--- src/verilog/pdp8_pkg.sv ---
// PDP-8 core definitions
package pdp8_pkg;

    typedef logic [11:0] word_t;

    // memory reference view.
    typedef struct packed {
        logic [2:0] opcode;
        logic       indirect;
        logic       page;
        logic [6:0] offset;
    } mri_t;

    // operate view, group 0 is group 1 in PDP-8 terms.
    typedef struct packed {
        logic [2:0] opcode;
        logic       group;
        logic [7:0] micro;
    } opr_t;

    typedef union packed {
        mri_t mri;
        opr_t opr;
    } instr_u;

    localparam logic [2:0] op_and = 3'd0;
    localparam logic [2:0] op_tad = 3'd1;
    localparam logic [2:0] op_isz = 3'd2;
    localparam logic [2:0] op_dca = 3'd3;
    localparam logic [2:0] op_jms = 3'd4;
    localparam logic [2:0] op_jmp = 3'd5;
    localparam logic [2:0] op_iot = 3'd6;
    localparam logic [2:0] op_opr = 3'd7;

    // micro-op bit positions within opr_t.micro.
    localparam int ub_cla = 7;
    localparam int ub_cll = 6;
    localparam int ub_cma = 5;
    localparam int ub_cml = 4;
    localparam int ub_rar = 3;
    localparam int ub_ral = 2;
    localparam int ub_iac = 0;
    localparam int ub_sma = 6;
    localparam int ub_sza = 5;
    localparam int ub_snl = 4;
    localparam int ub_rev = 3;
    localparam int ub_hlt = 1;

    typedef enum logic [1:0] {
        st_halt  = 2'd0,
        st_fetch = 2'd1,
        st_defer = 2'd2,
        st_exec  = 2'd3
    } state_t;

    localparam logic [3:0] reg_ctrl = 4'h0;
    localparam logic [3:0] reg_addr = 4'h4;
    localparam logic [3:0] reg_data = 4'h8;
    localparam logic [3:0] reg_ac   = 4'hC;

endpackage

--- src/verilog/front_panel_apb.sv ---
// APB front panel
`timescale 1ns/1ps

module front_panel_apb import pdp8_pkg::*; (
    input  logic        clk,
    input  logic        rst_n,
    input  logic        psel,
    input  logic        penable,
    input  logic        pwrite,
    input  logic [3:0]  paddr,
    input  logic [31:0] pwdata,
    output logic [31:0] prdata,
    output logic        pready,
    output logic        pslverr,
    input  logic        running,
    input  word_t       ac,
    input  logic        link,
    output logic        start,
    output logic        halt_req,
    output logic        pc_load,
    output word_t       pc_value,
    output word_t       panel_addr,
    output logic        panel_we,
    output word_t       panel_wdata,
    input  word_t       panel_rdata
);

    word_t addr_q;
    logic  access;
    logic  wr;
    logic  busy_reg;

    assign access = psel & penable;
    assign wr     = access & pwrite;

    // address and data registers belong to the core while it runs.
    assign busy_reg = running & ((paddr == reg_addr) | (paddr == reg_data));

    assign pready  = 1'b1;
    assign pslverr = access & busy_reg;

    assign start       = wr & (paddr == reg_ctrl) & pwdata[0];
    assign halt_req    = wr & (paddr == reg_ctrl) & pwdata[1];
    assign pc_load     = wr & (paddr == reg_addr) & ~running;
    assign pc_value    = pwdata[11:0];
    assign panel_we    = wr & (paddr == reg_data) & ~running;
    assign panel_wdata = pwdata[11:0];
    assign panel_addr  = addr_q;

    always_ff @(posedge clk)
    begin
        if (!rst_n)
            addr_q <= '0;
        else if (pc_load)
            addr_q <= pwdata[11:0];
        else if (panel_we)
            addr_q <= addr_q + 12'd1;
    end

    always_comb
    begin
        prdata = '0;
        case (paddr)
            reg_ctrl:
                prdata[0] = running;
            reg_data:
            begin
                if (!running)
                    prdata[11:0] = panel_rdata;
            end
            reg_ac:
                prdata[12:0] = {link, ac};
            default:
                prdata = '0;
        endcase
    end

endmodule

--- config.mk ---
export PLATFORM = sky130hd
export DESIGN_NAME = front_panel_apb
export DESIGN_NICKNAME = d
export VERILOG_FILES = /design/src/verilog/pdp8_pkg.sv /design/src/verilog/front_panel_apb.sv
export SDC_FILE = /design/constraint.sdc
export NUM_CORES = 1
export LEC_CHECK = 0
export BUFFER_PORTS_ARGS = -buffer_cell sky130_fd_sc_hd__buf_2
export CAP_MARGIN = 30
export CORE_MARGIN = 2
export CORE_UTILIZATION = 33
export CTS_CLUSTER_DIAMETER = 120
export DETAILED_ROUTE_END_ITERATION = 7
export HOLD_SLACK_MARGIN = 0.1
export PLACE_DENSITY = 0.88
export REMOVE_ABC_BUFFERS = 1
export SYNTH_ARGS = -nofsm -noshare
export SYNTH_HDL_FRONTEND = slang
export SYNTH_SLANG_ARGS = --single-unit
--- constraint.sdc ---
create_clock -name clk -period 1.51 [get_ports clk]
set_input_delay 0.151 -clock clk [delete_from_list [all_inputs] [get_ports clk]]
set_output_delay 0.151 -clock clk [all_outputs]
set_load 0.005 [all_outputs]
==> results_dict.tcl <==
set metrics [dict create \
    p_per_area_nw_per_um2 459 \
    rrSetupSlack_ns 0.03 \
    netSwitchingPower_uw 257 \
    cp.depth 4 \
    power.internal_uw 673 \
    synth-simple-area-share_pct 25.4 \
    grt_max_degree 13 \
    clock_path_buffers 2 \
    yosys_most_used_dff "dfxtp_1" \
    routed_wl_um 4750 \
    final_nets 357 \
    synth_area_per_cell_um2 7.56 \
    cts_tree "done" \
    max_freq_mhz 678 \
    regArea_um2 258 \
    timing_hold_violations_final 0 \
    cp_top_family "simple AND/OR/NAND/NOR gates" \
    overflow 0 \
    crit_path_start "panel_addr[2]" \
    synth_compound_area_share_pct 26.0 \
    largest_reg_flops 12 \
    synth-async-reset-ratio_pct 0 \
    dieArea_um2 4750 \
    synth_top_area_share_pct 23.7 \
    synth-adder-area-share_pct 0.899 \
    yosysWarnings 0 \
    worst_path_most_repeated_cell "a32o_1" \
    synthMuxAreaShare_pct 1.44 \
    r2r_end "panel_addr[11]" \
    r2r_cells 4 \
    multi_input_area_um2 877 \
    rsz0062_at_grt "false" \
    cts_inserted_buffers 3 \
    die_y_um 68.9 \
    period_share_pct 97.7 \
    antenna_found_initial 0 \
    ctsHoldBuffers 0 \
    hp-class "primary input to flop" \
    num_vias 1765 \
    fin_crit_ns 1.48 \
    switching_share_pct 27.6 \
    drt-vias-per-instance 5.22 \
    yosysSeqAreaShare_pct 17.3 \
    whs_ns 0.151 \
    critical_path_arrival_ns 1.61 \
    synth_top_cells_by_area "buf_4 24%, dfxtp_1 17%, a22o_1 6.9%" \
    synth_common_cells "44 x buf_4, 12 x dfxtp_1, 11 x a22o_1" \
    layoutNonFillerInstCount 338 \
    drt_iter0_markers 132 \
    port_buffers 100 \
    path_clk_slew_ns 0.05 \
    drive_gt1_share_pct 55.2 \
    drc 0 \
    worstSkewPairLatency_ns 0.25 \
    synth_edf_count 0 \
    synthCells 184 \
    ioPinCount 141 \
    required_ns 1.65 \
    cpPeakStageDelay_ns 0.50 \
    placed_cells 332 \
    crit_path_end_kind "flop" \
    slowest_stage "or4_4" \
    ys_types 45 \
    start_kind "flop" \
    die_w_um 68.9 \
    clockPowerShare_pct 38.5 \
    cp_num_buf_inv 0 \
    synth_top_family_by_area "buffers and inverters" \
    clock_sinks 12 \
    grt_pass1_vias 1552 \
    place.gp.congestion 0.909 \
    yosys.area.top_type "buf_4" \
    ir_worst_vdd_mv 0.238 \
    pwr-share-seq_pct 34.5 \
    setup_viol 0 \
    synthToLayoutAreaGrowth_pct 45.4 \
    diodes 0 \
    firstDrtPassIters 5 \
    cts_max_level 1 \
    synthesis.area_um2 1390 \
    comb_power_share_pct 27.0 \
    ys_ff_latch 12 \
    worstPathCellList "nand3_2 -> or4_4 -> a32o_1 -> a32o_1" \
    start_util_pct 34.5 \
    rows 23 \
    slew_viol_final 0 \
    critical_path_class "flop to flop" \
    crit_fanout 3 \
    maxCapViolations 0 \
    fin_worst_skew_ns 0.00278 \
    run_status "completed" \
    worst_r2r_startpoint "panel_addr[2]" \
    root_buffer "clkbuf_8" \
    grt_first_pass_wirelength_um 6850 \
    ant_nets 0 \
    fillCellCount 382 \
    synth-xor-area-share_pct 1.26 \
    yosysMostFrequentCell "buf_4" \
    crit_end "panel_addr[11]" \
    hpwl_um 3780 \
    grt.total_usage_pct 18.8 \
    wl_per_cell_um 14.0 \
    leakage_nw 1.11 \
    coreArea_um2 4030 \
]
[worst register-to-register path, cell delays in order (launching register included)]
cell	delay [ns]
dfxtp_2	0.34
nand3_2	0.10
or4_4	0.50
a32o_1	0.23
a32o_1	0.19
[worst min-delay path by stage]
stage / startpoint / end / slack, ns / depth (start not counted)
after floorplan: rst_n / panel_addr[2] / 0.28 / 1
after global placement: pwdata[6] / panel_addr[6] / 0.42 / 3
after CTS: pwdata[6] / panel_addr[6] / 0.16 / 3
final: pwdata[6] / panel_addr[6] / 0.15 / 3
after detailed placement: pwdata[6] / panel_addr[6] / 0.42 / 3
after global routing: pwdata[6] / panel_addr[6] / 0.17 / 3
[power by group through the flow]
stage | Sequential, mW | Clock [mW] | Combinational [mW]
after floorplan | 0.334 | 0 | 0.0674
after global placement | 0.330 | 0 | 0.239
after detailed placement | 0.331 | 0 | 0.246
after CTS | 0.324 | 0.359 | 0.247
after global routing | 0.321 | 0.375 | 0.280
final | 0.321 | 0.358 | 0.251
[cell families after synthesis]
family / count (synthesis)
compound gates: 49
fa+ha+maj: 1
flops: 12
xor+xnor: 2
buf+inv: 56
other cells: 2
simple gates: 60
mux: 2
[cells in the final DEF, fill, tap and decap left out, drive strengths merged, types with 3 or more instances in the layout]
master  count
nor3        5
nor2        6
and4        4
or4         3
and2        4
o31a        3
nand3      10
dfxtp      12
conb       20
a311oi      3
inv         3
nand2       9
a31oi       4
buf       134
and3        4
a21oi       6
clkbuf      4
o21ai       7
nand4       4
a22o       11
[through the flow]
stage                     setup TNS, ns  worst slack (ns)  cell area (µm²)  power [mW]  utilization (%)
final                                 0            0.0348             2020       0.929             50.2
after global routing                  0           0.00459             2020       0.976             50.2
after CTS                             0           0.00307             1970       0.930             48.9
after detailed placement         -0.282            -0.103             1900       0.576             47.1
after global placement          -0.0578           -0.0313             1900       0.569             47.1
after floorplan                  -0.635            -0.186             1090       0.401                -
[layout make-up]
type                    count  share of cell area, %
well taps                  50                   3.09
repair buffers            134                   37.4
flip-flops and latches     12                   12.7
multi-input cells         134                   43.4
clock buffers               4                   2.72
inverters                   4                  0.742
[routing by layer]
| metal | track usage [%] | up-vias | part of all wire, % |
|---|---|---|---|
| li1 | - | 833 | - |
| met1 | 21.5 | 800 | 37 |
| met2 | 35.9 | 117 | 51 |
| met3 | 2.44 | 15 | 9.5 |
| met4 | 5.88 | 0 | 2.2 |
| met5 | 0 | - | 0 |
[what timing repair did]
item	in CTS	in global routing
pin swaps	1	4
resized for setup	6	15
setup endpoints to repair	13	16
setup buffers	1	1
Note: power is estimated with default switching activity, not from simulation.
