`src/verilog/pdp8_pkg.sv`:
```
// PDP-8 core definitions
package pdp8_pkg;

    typedef logic [11:0] word_t;

    // memory reference view.
    typedef struct packed {
        logic [2:0] opcode;
        logic       indirect;
        logic       page;
        logic [6:0] offset;
    } mri_t;

    // operate view, group 0 is group 1 in PDP-8 terms.
    typedef struct packed {
        logic [2:0] opcode;
        logic       group;
        logic [7:0] micro;
    } opr_t;

    typedef union packed {
        mri_t mri;
        opr_t opr;
    } instr_u;

    localparam logic [2:0] op_and = 3'd0;
    localparam logic [2:0] op_tad = 3'd1;
    localparam logic [2:0] op_isz = 3'd2;
    localparam logic [2:0] op_dca = 3'd3;
    localparam logic [2:0] op_jms = 3'd4;
    localparam logic [2:0] op_jmp = 3'd5;
    localparam logic [2:0] op_iot = 3'd6;
    localparam logic [2:0] op_opr = 3'd7;

    // micro-op bit positions within opr_t.micro.
    localparam int ub_cla = 7;
    localparam int ub_cll = 6;
    localparam int ub_cma = 5;
    localparam int ub_cml = 4;
    localparam int ub_rar = 3;
    localparam int ub_ral = 2;
    localparam int ub_iac = 0;
    localparam int ub_sma = 6;
    localparam int ub_sza = 5;
    localparam int ub_snl = 4;
    localparam int ub_rev = 3;
    localparam int ub_hlt = 1;

    typedef enum logic [1:0] {
        st_halt  = 2'd0,
        st_fetch = 2'd1,
        st_defer = 2'd2,
        st_exec  = 2'd3
    } state_t;

    localparam logic [3:0] reg_ctrl = 4'h0;
    localparam logic [3:0] reg_addr = 4'h4;
    localparam logic [3:0] reg_data = 4'h8;
    localparam logic [3:0] reg_ac   = 4'hC;

endpackage

```
`src/verilog/core_bus_if.sv`:
```
// PDP-8 core bus
`timescale 1ns/1ps

interface core_bus_if import pdp8_pkg::*; ();

    state_t state;
    instr_u ir;
    word_t  mdout;
    word_t  ma;
    word_t  ac;
    logic   link;
    logic   skip;
    logic   mem_we;
    word_t  mem_wdata;

    modport ctrl (input mdout, output state, output ir);

    modport addr (input state, input ir, input mdout, input skip, output ma);

    modport alu (input state, input ir, input mdout, input ma,
                 output ac, output link, output skip, output mem_we, output mem_wdata);

    modport mem (input ma, input mem_we, input mem_wdata, output mdout);

endinterface

```
`src/verilog/ma_pc.sv`:
```
// program counter and memory address
`timescale 1ns/1ps

module ma_pc import pdp8_pkg::*; (
    input  logic   clk,
    input  logic   rst_n,
    core_bus_if.addr bus,
    input  logic   pc_load,
    input  word_t  pc_value
);

    word_t  pc_q;
    word_t  ma_q;
    word_t  ea;
    instr_u fetched;

    assign fetched = bus.mdout;

    // page bit picks the current page of the instruction or page zero.
    assign ea = fetched.mri.page ? {pc_q[11:7], fetched.mri.offset}
                                 : {5'b0, fetched.mri.offset};

    // during fetch the memory sees the PC directly.
    assign bus.ma = (bus.state == st_fetch) ? pc_q : ma_q;

    always_ff @(posedge clk)
    begin
        if (!rst_n)
        begin
            pc_q <= '0;
        end
        else if (pc_load)
        begin
            pc_q <= pc_value;
        end
        else if (bus.state == st_fetch)
        begin
            pc_q <= pc_q + 12'd1;
        end
        else if (bus.state == st_exec)
        begin
            if (bus.ir.mri.opcode == op_jmp)
                pc_q <= ma_q;
            else if (bus.ir.mri.opcode == op_jms)
                pc_q <= ma_q + 12'd1;
            else if (bus.skip)
                pc_q <= pc_q + 12'd1;
        end
    end

    always_ff @(posedge clk)
    begin
        case (bus.state)
            st_fetch:
                ma_q <= ea;
            st_defer:
                ma_q <= bus.mdout;
            default:
                ma_q <= ma_q;
        endcase
    end

endmodule

```
`src/flat_wrapper.sv`:
```
// flat-port wrapper written by rule: the top's interface ports become plain ports
module ma_pc_flat import pdp8_pkg::*;
  (clk, rst_n, pc_load, pc_value, bus_state, bus_ir, bus_mdout, bus_skip, bus_ma);
  core_bus_if bus_i ();
  input  logic clk;
  input  logic rst_n;
  input  logic pc_load;
  input  word_t pc_value;
  input wire logic [$bits(bus_i.state)-1:0] bus_state;
  input wire logic [$bits(bus_i.ir)-1:0] bus_ir;
  input wire logic [$bits(bus_i.mdout)-1:0] bus_mdout;
  input wire logic [$bits(bus_i.skip)-1:0] bus_skip;
  output wire logic [$bits(bus_i.ma)-1:0] bus_ma;
  assign bus_i.state = bus_state;
  assign bus_i.ir = bus_ir;
  assign bus_i.mdout = bus_mdout;
  assign bus_i.skip = bus_skip;
  assign bus_ma = bus_i.ma;
  ma_pc u_core (.clk(clk), .rst_n(rst_n), .bus(bus_i), .pc_load(pc_load), .pc_value(pc_value));
endmodule
```
`config.mk`:
```
export PLATFORM = sky130hd
export DESIGN_NAME = ma_pc_flat
export DESIGN_NICKNAME = d
export VERILOG_FILES = /design/src/verilog/pdp8_pkg.sv /design/src/verilog/core_bus_if.sv /design/src/verilog/ma_pc.sv /design/src/flat_wrapper.sv
export SDC_FILE = /design/constraint.sdc
export NUM_CORES = 1
export LEC_CHECK = 0
export BUFFER_PORTS_ARGS = -buffer_cell sky130_fd_sc_hd__buf_2
export CORE_MARGIN = 1
export CORE_UTILIZATION = 45
export CTS_CLUSTER_DIAMETER = 120
export DETAILED_ROUTE_END_ITERATION = 12
export PLACE_DENSITY = 0.8
export SLEW_MARGIN = 10
export SYNTH_ARGS = -nofsm -noshare
export SYNTH_HDL_FRONTEND = slang
export SYNTH_SLANG_ARGS = --single-unit
```
`constraint.sdc`:
```
create_clock -name clk -period 2.6 [get_ports clk]
set_input_delay 0.26 -clock clk [delete_from_list [all_inputs] [get_ports clk]]
set_output_delay 0.26 -clock clk [all_outputs]
set_load 0.03 [all_outputs]
```
==> results.json <==
{
  "setup_ws_ns": 0.696,
  "setup_violations": 0,
  "num_rows": 22,
  "hold_path_class": "in2reg",
  "first_pass_iters": 4,
  "cts.htree.levels": 1,
  "crit_path_max_fanout": 11,
  "clk_path_buf_depth": 2,
  "synth.most_common_cell": "nand2_1",
  "viasPerCell": 5.85,
  "fin_crit_ns": 1.90,
  "arrival_ns": 2.05,
  "vias": 1691,
  "clk_pin_slew_ns": 0.08,
  "syn_avg_cell_area_sq_um": 8.78,
  "ctsHoldBuffers": 0,
  "synth_seq_area_share": 0.342,
  "drv_cap": 0,
  "wl_per_cell_um": 14.5,
  "grt_max_degree": 15,
  "fillerInstances": 366,
  "async_flop_share": 0,
  "routed_wl_um": 4190,
  "drc_errors": 0,
  "worst-setup-path-type": "in2reg",
  "area_delta_synth_final_pct": 16.7,
  "synth_cells": 200,
  "hold_viol_final": 0,
  "overflow": 0,
  "yosys-top-cells-count": "nand2_1 (32), o21ai_0 (15), dfxtp_1 (12), edfxtp_1 (12), inv_1 (11)",
  "synth_edf_count": 12,
  "relSlewSlack": 0.684,
  "p_per_area_nw_per_um2": 496,
  "dp_hpwl_um": 3250,
  "core_sq_um": 3690,
  "nets": 289,
  "worst_setup_path_end_kind": "register",
  "slew_violations": 0,
  "synth.area.top_cells": "edfxtp_1 (21%), dfxtp_1 (14%), nand2_1 (6.8%)",
  "yosysTopAreaCell": "edfxtp_1",
  "numPortBuffers": 44,
  "min_period_over_period": 0.732,
  "clock.fmax_mhz": 525,
  "ys_types": 49,
  "cts_setup_buffers": 0,
  "cts_tree": "built",
  "cts-root-buf": "clkbuf_8",
  "setup-tns-final_ns": 0,
  "power_uw": 1020,
  "die-area_sq_um": 4150,
  "synth_flop_cell": "edfxtp_1",
  "netlist_area_sq_um": 1760,
  "status": "finished clean",
  "ios": 54,
  "yosysWarnings": 0,
  "antenna_found_initial": 0,
  "num_antenna_cells": 0,
  "synth-seq-cells": 24,
  "initialDrtViolationCount": 83,
  "clock_sink_count": 24,
  "dp_slack_ns": 0.430,
  "rsz0062_at_grt": "false",
  "numCtsBuffers": 3,
  "track_usage": 0.219,
  "synth_top_cell_area_share": 0.205,
  "peakVddDrop_uv": 340,
  "ant_nets": 0,
  "start_kind": "input port",
  "die_h_um": 64.5,
  "p_leak_uw": 0.000803,
  "worst_clock_skew_ns": 0.00682,
  "grt_pass1_vias": 1537,
  "insertion_delay_ns": 0.27,
  "gp_congestion": 0.849,
  "required_ns": 2.74,
  "tightest_slew_ns": 0.470,
  "floorplan.initialDensity": 0.476,
  "die_x_um": 64.5,
  "grt_pass1_wl_um": 7160,
  "drive_above_1_share": 0.274,
  "cts_resized": 0,
  "syn-num-nets": 247
}
[placed cells by master (no fill, tap or decap), types with 2 or more instances in the layout]
master,netlist,routed
a31oi_1,3,3
mux2i_1,2,2
o21ai_0,15,15
nor2_1,8,8
xor2_1,4,4
o21a_1,4,4
and4_4,2,2
dfxtp_1,12,12
nand3_1,10,10
clkbuf_8,0,3
o41ai_1,5,5
o21ai_1,2,2
o221ai_1,2,2
or3_1,2,2
a21oi_1,7,7
nand4_1,6,6
nor4_1,2,2
mux2_2,10,10
xnor2_1,9,9
ha_1,5,5
o31a_1,2,2
o211ai_1,2,2
nand2_1,32,32
edfxtp_1,12,12
inv_1,11,11
a221oi_1,2,2
buf_2,2,44
[flip-flops by register name, indices dropped and copies added (netlist names)]
register     cells
u_core.ma_q     12
u_core.pc_q     12
[final timing paths]
kind	end	from	slack [ns]	cells past startpoint
hold / removal	u_core.ma_q[3]	bus_mdout[3]	0.16	1
setup reg to reg	u_core.pc_q[10]	u_core.pc_q[0]	0.77	6
setup / recovery	u_core.pc_q[9]	bus_state[1]	0.70	8
hold reg to reg	u_core.pc_q[1]	u_core.pc_q[1]	0.56	2
[where the power goes]
part           internal, uW  leakage (uW)  switching [uW]
Sequential              442      0.000219            62.0
Combinational           116      0.000560             168
Clock                   110     0.0000228             118
[per-layer routing]
layer,global-route usage,share of wire,vias up
met4,0.0806,0.013,0
met5,0,0,-
li1,-,-,837
met1,0.286,0.46,775
met2,0.359,0.46,69
met3,0.0423,0.074,10
[logic make-up (layout without fill, tap and decap cells)]
family / after synthesis / after routing / share of synthesized area
compound gates: 55 / 55 / 0.215
fa+ha+maj: 5 / 5 / 0.0356
mux: 12 / 12 / 0.0756
buf+inv: 19 / 60 / 0.0463
xor+xnor: 13 / 13 / 0.0649
simple gates: 72 / 72 / 0.220
flops: 24 / 24 / 0.342
[critical path, cell delays in order]
cell      delay (ns)
buf_2           0.12
inv_1           0.05
ha_1            0.38
inv_1           0.20
nand2_1         0.36
o211ai_2        0.21
o41ai_1         0.39
a221oi_1        0.08
[area by class of cell]
class	count	area (sq um)	share of cell area
Multi-Input combinational cell	157	1070	0.524
Sequential cell	24	601	0.293
Timing Repair Buffer	45	228	0.111
Tap cell	48	60.1	0.0293
Clock buffer	4	45.0	0.0220
Inverter	11	41.3	0.0202
[stage by stage]
step                      cell area, sq um   util  hold WS, ns  instances
final                                 2050  0.555        0.163        289
after global routing                  2050  0.555        0.157        289
after CTS                             2050  0.555        0.159        289
after detailed placement              2000  0.543        0.438        285
after global placement                2000  0.543        0.437        285
after floorplan                       1760      -        0.359        200
(Power assumes the default switching activity.)
