[src/verilog/pdp8_pkg.sv]
// PDP-8 core definitions
package pdp8_pkg;

    typedef logic [11:0] word_t;

    // memory reference view.
    typedef struct packed {
        logic [2:0] opcode;
        logic       indirect;
        logic       page;
        logic [6:0] offset;
    } mri_t;

    // operate view, group 0 is group 1 in PDP-8 terms.
    typedef struct packed {
        logic [2:0] opcode;
        logic       group;
        logic [7:0] micro;
    } opr_t;

    typedef union packed {
        mri_t mri;
        opr_t opr;
    } instr_u;

    localparam logic [2:0] op_and = 3'd0;
    localparam logic [2:0] op_tad = 3'd1;
    localparam logic [2:0] op_isz = 3'd2;
    localparam logic [2:0] op_dca = 3'd3;
    localparam logic [2:0] op_jms = 3'd4;
    localparam logic [2:0] op_jmp = 3'd5;
    localparam logic [2:0] op_iot = 3'd6;
    localparam logic [2:0] op_opr = 3'd7;

    // micro-op bit positions within opr_t.micro.
    localparam int ub_cla = 7;
    localparam int ub_cll = 6;
    localparam int ub_cma = 5;
    localparam int ub_cml = 4;
    localparam int ub_rar = 3;
    localparam int ub_ral = 2;
    localparam int ub_iac = 0;
    localparam int ub_sma = 6;
    localparam int ub_sza = 5;
    localparam int ub_snl = 4;
    localparam int ub_rev = 3;
    localparam int ub_hlt = 1;

    typedef enum logic [1:0] {
        st_halt  = 2'd0,
        st_fetch = 2'd1,
        st_defer = 2'd2,
        st_exec  = 2'd3
    } state_t;

    localparam logic [3:0] reg_ctrl = 4'h0;
    localparam logic [3:0] reg_addr = 4'h4;
    localparam logic [3:0] reg_data = 4'h8;
    localparam logic [3:0] reg_ac   = 4'hC;

endpackage

[src/verilog/core_bus_if.sv]
// PDP-8 core bus
`timescale 1ns/1ps

interface core_bus_if import pdp8_pkg::*; ();

    state_t state;
    instr_u ir;
    word_t  mdout;
    word_t  ma;
    word_t  ac;
    logic   link;
    logic   skip;
    logic   mem_we;
    word_t  mem_wdata;

    modport ctrl (input mdout, output state, output ir);

    modport addr (input state, input ir, input mdout, input skip, output ma);

    modport alu (input state, input ir, input mdout, input ma,
                 output ac, output link, output skip, output mem_we, output mem_wdata);

    modport mem (input ma, input mem_we, input mem_wdata, output mdout);

endinterface

[src/verilog/ac_link.sv]
// accumulator and link
`timescale 1ns/1ps

module ac_link import pdp8_pkg::*; (
    input  logic   clk,
    input  logic   rst_n,
    core_bus_if.alu bus
);

    word_t       ac_q;
    logic        link_q;
    word_t       ret_addr;
    word_t       inc_data;
    logic [12:0] tad_sum;
    word_t       opr_ac;
    logic        opr_link;
    logic        iac_carry;
    logic        g2_cond;
    logic        g2_skip;
    logic [7:0]  micro;
    logic        in_exec;

    assign micro    = bus.ir.opr.micro;
    assign in_exec  = (bus.state == st_exec);
    assign inc_data = bus.mdout + 12'd1;
    assign tad_sum  = {1'b0, ac_q} + {1'b0, bus.mdout};

    // group 1 runs clear, complement, rotate, increment.
    always_comb
    begin
        opr_ac    = ac_q;
        opr_link  = link_q;
        iac_carry = 1'b0;
        g2_cond   = 1'b0;
        g2_skip   = 1'b0;
        if (!bus.ir.opr.group)
        begin
            if (micro[ub_cla])
                opr_ac = '0;
            if (micro[ub_cll])
                opr_link = 1'b0;
            if (micro[ub_cma])
                opr_ac = ~opr_ac;
            if (micro[ub_cml])
                opr_link = ~opr_link;
            if (micro[ub_rar])
                {opr_link, opr_ac} = {opr_ac[0], opr_link, opr_ac[11:1]};
            else if (micro[ub_ral])
                {opr_link, opr_ac} = {opr_ac, opr_link};
            if (micro[ub_iac])
            begin
                {iac_carry, opr_ac} = {1'b0, opr_ac} + 13'd1;
                opr_link = opr_link ^ iac_carry;
            end
        end
        else
        begin
            g2_cond = (micro[ub_sma] & ac_q[11]) |
                      (micro[ub_sza] & (ac_q == 12'd0)) |
                      (micro[ub_snl] & link_q);
            // reversed sense skips only when every selected test fails.
            g2_skip = micro[ub_rev] ? ~g2_cond : g2_cond;
            if (micro[ub_cla])
                opr_ac = '0;
        end
    end

    always_comb
    begin
        bus.skip      = 1'b0;
        bus.mem_we    = 1'b0;
        bus.mem_wdata = ac_q;
        if (in_exec)
        begin
            case (bus.ir.mri.opcode)
                op_isz:
                begin
                    bus.skip      = (inc_data == 12'd0);
                    bus.mem_we    = 1'b1;
                    bus.mem_wdata = inc_data;
                end
                op_dca:
                begin
                    bus.mem_we = 1'b1;
                end
                op_jms:
                begin
                    bus.mem_we    = 1'b1;
                    bus.mem_wdata = ret_addr;
                end
                op_opr:
                begin
                    bus.skip = g2_skip;
                end
                default:
                begin
                    bus.skip = 1'b0;
                end
            endcase
        end
    end

    // ma carries the PC during fetch, so this is the return address.
    always_ff @(posedge clk)
    begin
        if (bus.state == st_fetch)
            ret_addr <= bus.ma + 12'd1;
    end

    always_ff @(posedge clk)
    begin
        if (!rst_n)
        begin
            ac_q   <= '0;
            link_q <= 1'b0;
        end
        else if (in_exec)
        begin
            case (bus.ir.mri.opcode)
                op_and:
                    ac_q <= ac_q & bus.mdout;
                op_tad:
                begin
                    ac_q   <= tad_sum[11:0];
                    link_q <= link_q ^ tad_sum[12];
                end
                op_dca:
                    ac_q <= '0;
                op_opr:
                begin
                    ac_q   <= opr_ac;
                    link_q <= opr_link;
                end
                default:
                    ac_q <= ac_q;
            endcase
        end
    end

    assign bus.ac   = ac_q;
    assign bus.link = link_q;

endmodule

[src/flat_wrapper.sv]
// flat-port wrapper written by rule: the top's interface ports become plain ports
module ac_link_flat import pdp8_pkg::*;
  (clk, rst_n, bus_state, bus_ir, bus_mdout, bus_ma, bus_ac, bus_link, bus_skip, bus_mem_we, bus_mem_wdata);
  core_bus_if bus_i ();
  input  logic clk;
  input  logic rst_n;
  input wire logic [$bits(bus_i.state)-1:0] bus_state;
  input wire logic [$bits(bus_i.ir)-1:0] bus_ir;
  input wire logic [$bits(bus_i.mdout)-1:0] bus_mdout;
  input wire logic [$bits(bus_i.ma)-1:0] bus_ma;
  output wire logic [$bits(bus_i.ac)-1:0] bus_ac;
  output wire logic [$bits(bus_i.link)-1:0] bus_link;
  output wire logic [$bits(bus_i.skip)-1:0] bus_skip;
  output wire logic [$bits(bus_i.mem_we)-1:0] bus_mem_we;
  output wire logic [$bits(bus_i.mem_wdata)-1:0] bus_mem_wdata;
  assign bus_i.state = bus_state;
  assign bus_i.ir = bus_ir;
  assign bus_i.mdout = bus_mdout;
  assign bus_i.ma = bus_ma;
  assign bus_ac = bus_i.ac;
  assign bus_link = bus_i.link;
  assign bus_skip = bus_i.skip;
  assign bus_mem_we = bus_i.mem_we;
  assign bus_mem_wdata = bus_i.mem_wdata;
  ac_link u_core (.clk(clk), .rst_n(rst_n), .bus(bus_i));
endmodule
[config.mk]
export PLATFORM = sky130hd
export DESIGN_NAME = ac_link_flat
export DESIGN_NICKNAME = d
export VERILOG_FILES = /design/src/verilog/pdp8_pkg.sv /design/src/verilog/core_bus_if.sv /design/src/verilog/ac_link.sv /design/src/flat_wrapper.sv
export SDC_FILE = /design/constraint.sdc
export NUM_CORES = 1
export LEC_CHECK = 0
export ABC_AREA = 1
export BUFFER_PORTS_ARGS = -buffer_cell sky130_fd_sc_hd__buf_2
export CORE_MARGIN = 8
export CORE_UTILIZATION = 35
export CTS_CLUSTER_DIAMETER = 150
export DETAILED_ROUTE_END_ITERATION = 10
export GPL_TIMING_DRIVEN = 0
export HOLD_SLACK_MARGIN = 0.06
export PLACE_DENSITY = 0.59
export SLEW_MARGIN = 30
export SYNTH_ARGS = -nofsm -noshare
export SYNTH_HDL_FRONTEND = slang
export SYNTH_SLANG_ARGS = --single-unit
export TNS_END_PERCENT = 50
[constraint.sdc]
create_clock -name clk -period 3.75 [get_ports clk]
set_input_delay 0.75 -clock clk [delete_from_list [all_inputs] [get_ports clk]]
set_output_delay 0.75 -clock clk [all_outputs]
set_load 0.1 [all_outputs]
==> run_results.csv, run 1 <==
group,metric,value,unit
outcome,status,"finished, final reports clean",
layout,fill_cells,1082,
placement,place_congestion,0.858,
timing,clock_skew,0.00479,ns
clock_network,htree_levels,1,
timing,drv_slew,0,
job,cap_violations,0,
routing,num_vias,3880,
pwr,peakVddDrop,0.000120,V
die,die-area,13000,um^2
timing,tightest_slew,0.928,ns
placement,dp_cells,757,
global_routing,grt_overflow,0,
clock_network,cts_buffer_depth,2,
clock_network,clock-sinks,25,
pwr,power.total,0.851,mW
worst_setup_path,worst_ep_required_time,3.00,ns
layout,layout-drive-gt1-share,17.5,%
synth,yosys-top-cells-count,"nand2_1 (146), nand3_1 (82), inv_1 (53)",
layout,antenna_cells,0,
worst_hold_path,hp-class,"flop to flop",
worst_hold_path,worstHoldStart,"u_core.bus.ac[11]",
routing,drt-pass1-iter-count,5,
clock_network,clk_pin_slew,0.09,ns
synth,synth_top_area_share,16.3,%
synth,yosys_register_bits,25,
timing,fin_crit,3.52,ns
synth,synth_area_leaders,"nand2_1 (16%), nand3_1 (12%), edfxtp_1 (11%), dfxtp_1 (7.7%), a21oi_1 (6.8%)",
synth,yosys.area.top_type,"nand2_1",
worst_setup_path,regToRegSetupSlack,1.07,ns
global_routing,antenna_found_initial,0,
placement,pre_cts_slack,0.0466,ns
synth,synth_fp_nets,618,
layout,layout.nets,686,
timing,final-setup-viol-count,0,
die,initial_core_util,35.3,%
synth,async_flop_share,0,%
routing,drt_iter0_drc,219,
routing,drc,0,
synth,synth_cell_types,40,
timing,slew_headroom,37.9,%
synth,seq_area_frac_synth,18.4,%
routing,drt_wl_total,11.0,mm
clock_network,cts-buffers-inserted,3,
pwr,power_density,218,nW/um^2
routing,wire_per_inst,14.4,um
synth,syn_area_per_cell,6.01,um^2
worst_setup_path,r2r-end,"u_core.bus.ac[10]",
worst_setup_path,reg2reg_depth,15,
placement,port_buffers,63,
clock_network,ctsRootBufferMaster,"clkbuf_8",
timing,finalWorstSetupSlack,0.233,ns
global_routing,grt_pass1_wl,18.4,mm
layout,postLayoutCoreUtil,40.9,%
worst_setup_path,cp.arrival,2.77,ns
routing,vias_per_cell,5.10,
synth,yosys_warnings,0,
placement,dp_hpwl,9.31,mm
worst_setup_path,crit_fanout,5,
worst_setup_path,worst_setup_path_end_kind,"primary output",
worst_hold_path,holdPathStages,2,
timing,rsz0062_at_grt,"false",
synth,synthFlopType,"dfxtp_1",
layout,syn_to_final_growth,15.9,%
worst_setup_path,r2r_start,"u_core.bus.ac[0]",
worst_setup_path,crit_type,"primary input to primary output",
global_routing,grt_start_max_net_pins,15,
die,die_h,114,um
clock_network,insertion_delay,0.28,ns
synth,synth_most_common_cell,"nand2_1",
die,die_width,114,um
clock_network,ctsHoldBuffers,0,
timing,tns,0,ns
worst_setup_path,start_kind,"primary input",
timing,fin_hold_ws,0.583,ns
global_routing,grt_pass1_vias,3921,
routing,final_antenna_net_count,0,
pwr,p_leak,1.83,nW
synth,synth_edf_count,12,
timing,fmax,284,MHz
synth,syn_inst,561,
clock_network,cts_tree,"yes",
die,num_rows,36,
die,core,9550,um^2
global_routing,track_usage,17.1,%
timing,period_share,93.8,%
worst_hold_path,hold_end,"u_core.bus.ac[11]",
timing,hold_viol,0,
layout,finalNonFillerCells,761,
die,boundaryPins,67,
placement,place_area,3850,um^2
synth,synthesis.area,3370,um^2
layout,final_area,3910,um^2
[worst max path at each step]
stage                                    to          from  depth (start not counted)
after floorplan           bus_mem_wdata[10]    bus_ir[11]                          7
after global placement             bus_skip    bus_ir[11]                         12
after detailed placement           bus_skip    bus_ir[11]                         12
after CTS                          bus_skip    bus_ir[11]                         12
after global routing               bus_skip  bus_mdout[0]                         11
final                              bus_skip  bus_mdout[0]                         11
[state kept, by name, indices dropped and copies added (netlist names)]
register         count
u_core.bus.ac       12
u_core.ret_addr     12
u_core.bus.link      1
[what timing repair did]
action                                  CTS  global route
resized for setup                         0             2
endpoints found under the setup margin    0             1
buffers inserted                          0             0
[final cells by class]
class                      count  area [um^2]  area share [%]
buffer                        17         96.3            2.47
timing repair buffer          63          318            8.14
clock buffer                   3         41.3            1.06
sequential                    25          621            15.9
tap                          133          166            4.26
inverter                      64          240            6.15
clock inverter                 1         5.00           0.128
multi-input combinational    455         2420            61.9
[logic make-up after synthesis]
family,after synthesis,share of synthesized area (%)
flops,25,18.4
buf+inv,81,9.99
fa+ha+maj,17,6.53
compound gates,121,20.0
xor+xnor,21,5.46
simple gates,296,39.6
[power breakdown]
part	total (mW)	internal (mW)	switching [mW]	leakage, nW
logic	0.369	0.105	0.264	1.59
registers	0.313	0.301	0.0119	0.218
clock network	0.169	0.0746	0.0948	0.0255
total	0.851	0.480	0.371	1.83
[critical path, stage by stage]
cell and delay (ns):
buf_2 0.14, ha_1 0.22, nand4_1 0.16, nor2_1 0.19, nand3_1 0.13, xnor2_1 0.17, nor4_1 0.25, nand3b_1 0.12
nor3_1 0.15, o21a_1 0.14, clkbuf_4 0.32
[cell usage in the layout, fill, tap and decap left out, types with 3 or more instances in the layout]
master,count
nand4_1,5
clkbuf_8,3
buf_2,67
nor3_1,7
a22o_1,3
nor2_2,3
a21oi_1,46
xor2_1,19
clkbuf_1,7
o21ai_1,6
ha_1,16
o211ai_1,3
nand2_2,10
nand2_1,146
inv_2,9
a22oi_1,5
o21ai_0,38
nor4_1,4
o22ai_1,5
nor2_4,3
or2_2,4
inv_1,53
edfxtp_1,12
nand3_1,82
buf_4,3
a31oi_1,8
nand3_2,3
nor2_1,26
dfxtp_1,13
[layer usage]
layer / up-vias / part of all wire [%] / global-route usage [%]
met1: 1721 / 45 / 20.8
li1: 2037 / - / -
met5: - / 0 / 0
met2: 112 / 48 / 30.7
met3: 10 / 5.2 / 2.53
met4: 0 / 1.3 / 4.35
(Power assumes the default switching activity.)
==> inputs of run 2 (changes only) <==
--- a/config.mk
+++ b/config.mk
@@ -9,11 +9,13 @@
 export BUFFER_PORTS_ARGS = -buffer_cell sky130_fd_sc_hd__buf_2
 export CORE_MARGIN = 8
 export CORE_UTILIZATION = 35
+export CTS_BUF_LIST = sky130_fd_sc_hd__clkbuf_4
 export CTS_CLUSTER_DIAMETER = 150
 export DETAILED_ROUTE_END_ITERATION = 10
 export GPL_TIMING_DRIVEN = 0
 export HOLD_SLACK_MARGIN = 0.06
-export PLACE_DENSITY = 0.59
+export MAX_ROUTING_LAYER = met4
+export PLACE_DENSITY = 0.64
 export SLEW_MARGIN = 30
 export SYNTH_ARGS = -nofsm -noshare
 export SYNTH_HDL_FRONTEND = slang
==> run_results.csv, run 2 (synthesis gave the netlist of run 1 again) <==
group,metric,value,unit
worst_hold_path,hp-class,"flop to flop",
die,num_rows,36,
routing,drt_iter0_drc,291,
clock_network,htree_levels,1,
clock_network,clk_pin_slew,0.14,ns
die,die_width,114,um
timing,tns,0,ns
routing,wl_met1,5.11,mm
placement,port_buffers,63,
placement,dp_cells,757,
routing,vias_per_cell,5.12,
clock_network,cts_tree,"yes",
timing,slew_headroom,40.4,%
clock_network,clock-sinks,25,
timing,finalWorstSetupSlack,0.221,ns
routing,drc,0,
worst_setup_path,r2r_start,"u_core.bus.ac[0]",
timing,final-setup-viol-count,0,
layout,multi_input_area,2420,um^2
routing,final_antenna_net_count,0,
worst_hold_path,worstHoldStart,"u_core.bus.ac[11]",
timing,fmax,283,MHz
global_routing,antenna_found_initial,0,
layout,layout_common_cells,"nand2_1 (146), nand3_1 (82), buf_2 (67)",
die,initial_core_util,35.3,%
worst_setup_path,worst_ep_required_time,3.00,ns
layout,final_area,3890,um^2
global_routing,grt_start_max_net_pins,14,
pwr,power.total,0.813,mW
routing,drt-pass1-iter-count,6,
timing,rsz0062_at_grt,"false",
clock_network,cts-buffers-inserted,3,
layout,layout-drive-gt1-share,17.5,%
worst_setup_path,slowest_stage,"clkbuf_4",
layout,fill_cells,1068,
routing,highest-signal-layer,"met4",
layout,regArea,621,um^2
worst_setup_path,crit_type,"primary input to primary output",
worst_setup_path,regToRegSetupSlack,1.03,ns
timing,period_share,94.1,%
clock_network,cts_buffer_depth,2,
worst_setup_path,cp_top_family,"simple AND/OR/NAND/NOR gates",
worst_setup_path,cp.arrival,2.78,ns
timing,clock_skew,0.00309,ns
routing,wl_met3,430,um
routing,wl_met2,5.17,mm
die,die-area,13000,um^2
worst_setup_path,path_buf_inv,2,
global_routing,grt_overflow,0,
pwr,peakVddDrop,0.000142,V
routing,wire_per_inst,14.1,um
routing,drt_wl_total,10.8,mm
worst_setup_path,crit_chain,"buf_2 > ha_1 > nand4_1 > nor2_1 > nand3_1 > xnor2_1 > nor4_1 > nand3b_1 > nor3_1 > o21a_1 > clkbuf_4",
worst_setup_path,r2r-end,"u_core.bus.ac[10]",
clock_network,ctsHoldBuffers,0,
timing,hold_viol,0,
layout,antenna_cells,0,
worst_setup_path,start_kind,"primary input",
placement,place_area,3850,um^2
timing,tightest_slew,0.891,ns
layout,syn_to_final_growth,15.4,%
die,die_h,114,um
die,boundaryPins,67,
layout,finalNonFillerCells,761,
layout,layout.nets,686,
placement,place_congestion,0.921,
worst_hold_path,hold_end,"u_core.bus.ac[11]",
global_routing,grt_pass1_vias,3778,
clock_network,insertion_delay,0.32,ns
worst_setup_path,reg2reg_depth,15,
placement,pre_cts_slack,0.0679,ns
timing,fin_crit,3.53,ns
worst_setup_path,worst_setup_path_end_kind,"primary output",
outcome,status,"finished, final reports clean",
worst_setup_path,crit_fanout,5,
routing,num_vias,3894,
global_routing,grt_pass1_wl,18.0,mm
layout,layout.cells.most_common,"nand2_1",
die,core,9550,um^2
placement,dp_hpwl,9.12,mm
worst_setup_path,crit_path_max_incr_delay,0.33,ns
worst_hold_path,holdPathStages,2,
job,cap_violations,0,
global_routing,track_usage,17.3,%
pwr,p_leak,1.82,nW
pwr,power_density,209,nW/um^2
clock_network,ctsRootBufferMaster,"clkbuf_4",
timing,drv_slew,0,
==> run 2: power by group <==
group	internal (mW)	total, mW	switching, mW
sequential	0.301	0.313	0.0120
clock	0.0488	0.132	0.0837
combinational	0.105	0.367	0.263
total	0.454	0.813	0.358
==> run 2: worst register-to-register path, cell delays in order (launching register included) <==
cell	delay [ns]
dfxtp_1	0.52
ha_1	0.22
inv_1	0.08
fa_1	0.37
inv_1	0.10
nand3_1	0.07
nand2_1	0.14
a21oi_1	0.11
o21ai_0	0.29
inv_1	0.07
o21ai_0	0.25
or2_2	0.16
nand2_1	0.05
nand3_1	0.08
nand2_1	0.05
a21oi_1	0.11
==> run 2: area by class of cell <==
| cell class | count | area share [%] |
|---|---|---|
| Buffer | 17 | 2.48 |
| Multi-Input combinational cell | 455 | 62.2 |
| Tap cell | 133 | 4.28 |
| Sequential cell | 25 | 16.0 |
| Inverter | 64 | 6.18 |
| Timing Repair Buffer | 63 | 8.17 |
| Clock buffer | 4 | 0.772 |
==> run 2: routing by layer <==
metal  track usage, %  up-vias
li1                 -     2051
met1             21.7     1733
met2             29.7      106
met3             1.90        4
met4             2.75        0
met5                -        -
==> run 2: what timing repair did <==
action,in CTS,in global routing
buffers inserted,0,0
resized for setup,0,2
setup endpoints to repair,0,1
==> run 2: through the flow <==
step | utilization (%) | hold WS, ns
after floorplan | - | 0.881
after CTS | 40.7 | 0.581
after detailed placement | 40.3 | 0.561
after global placement | 40.3 | 0.560
final | 40.7 | 0.580
after global routing | 40.7 | 0.635
==> run 2: worst max path at each step <==
stage	from	end	slack [ns]	depth (start not counted)
6_report	bus_mdout[1]	bus_skip	0.22	11
5_1_grt	bus_mdout[0]	bus_skip	0.04	11
4_1_cts	bus_ir[11]	bus_skip	0.07	12
3_5_place_dp	bus_ir[11]	bus_skip	0.07	12
3_3_place_gp	bus_ir[11]	bus_skip	0.11	12
2_1_floorplan	bus_ir[11]	bus_mem_wdata[10]	-0.44	7
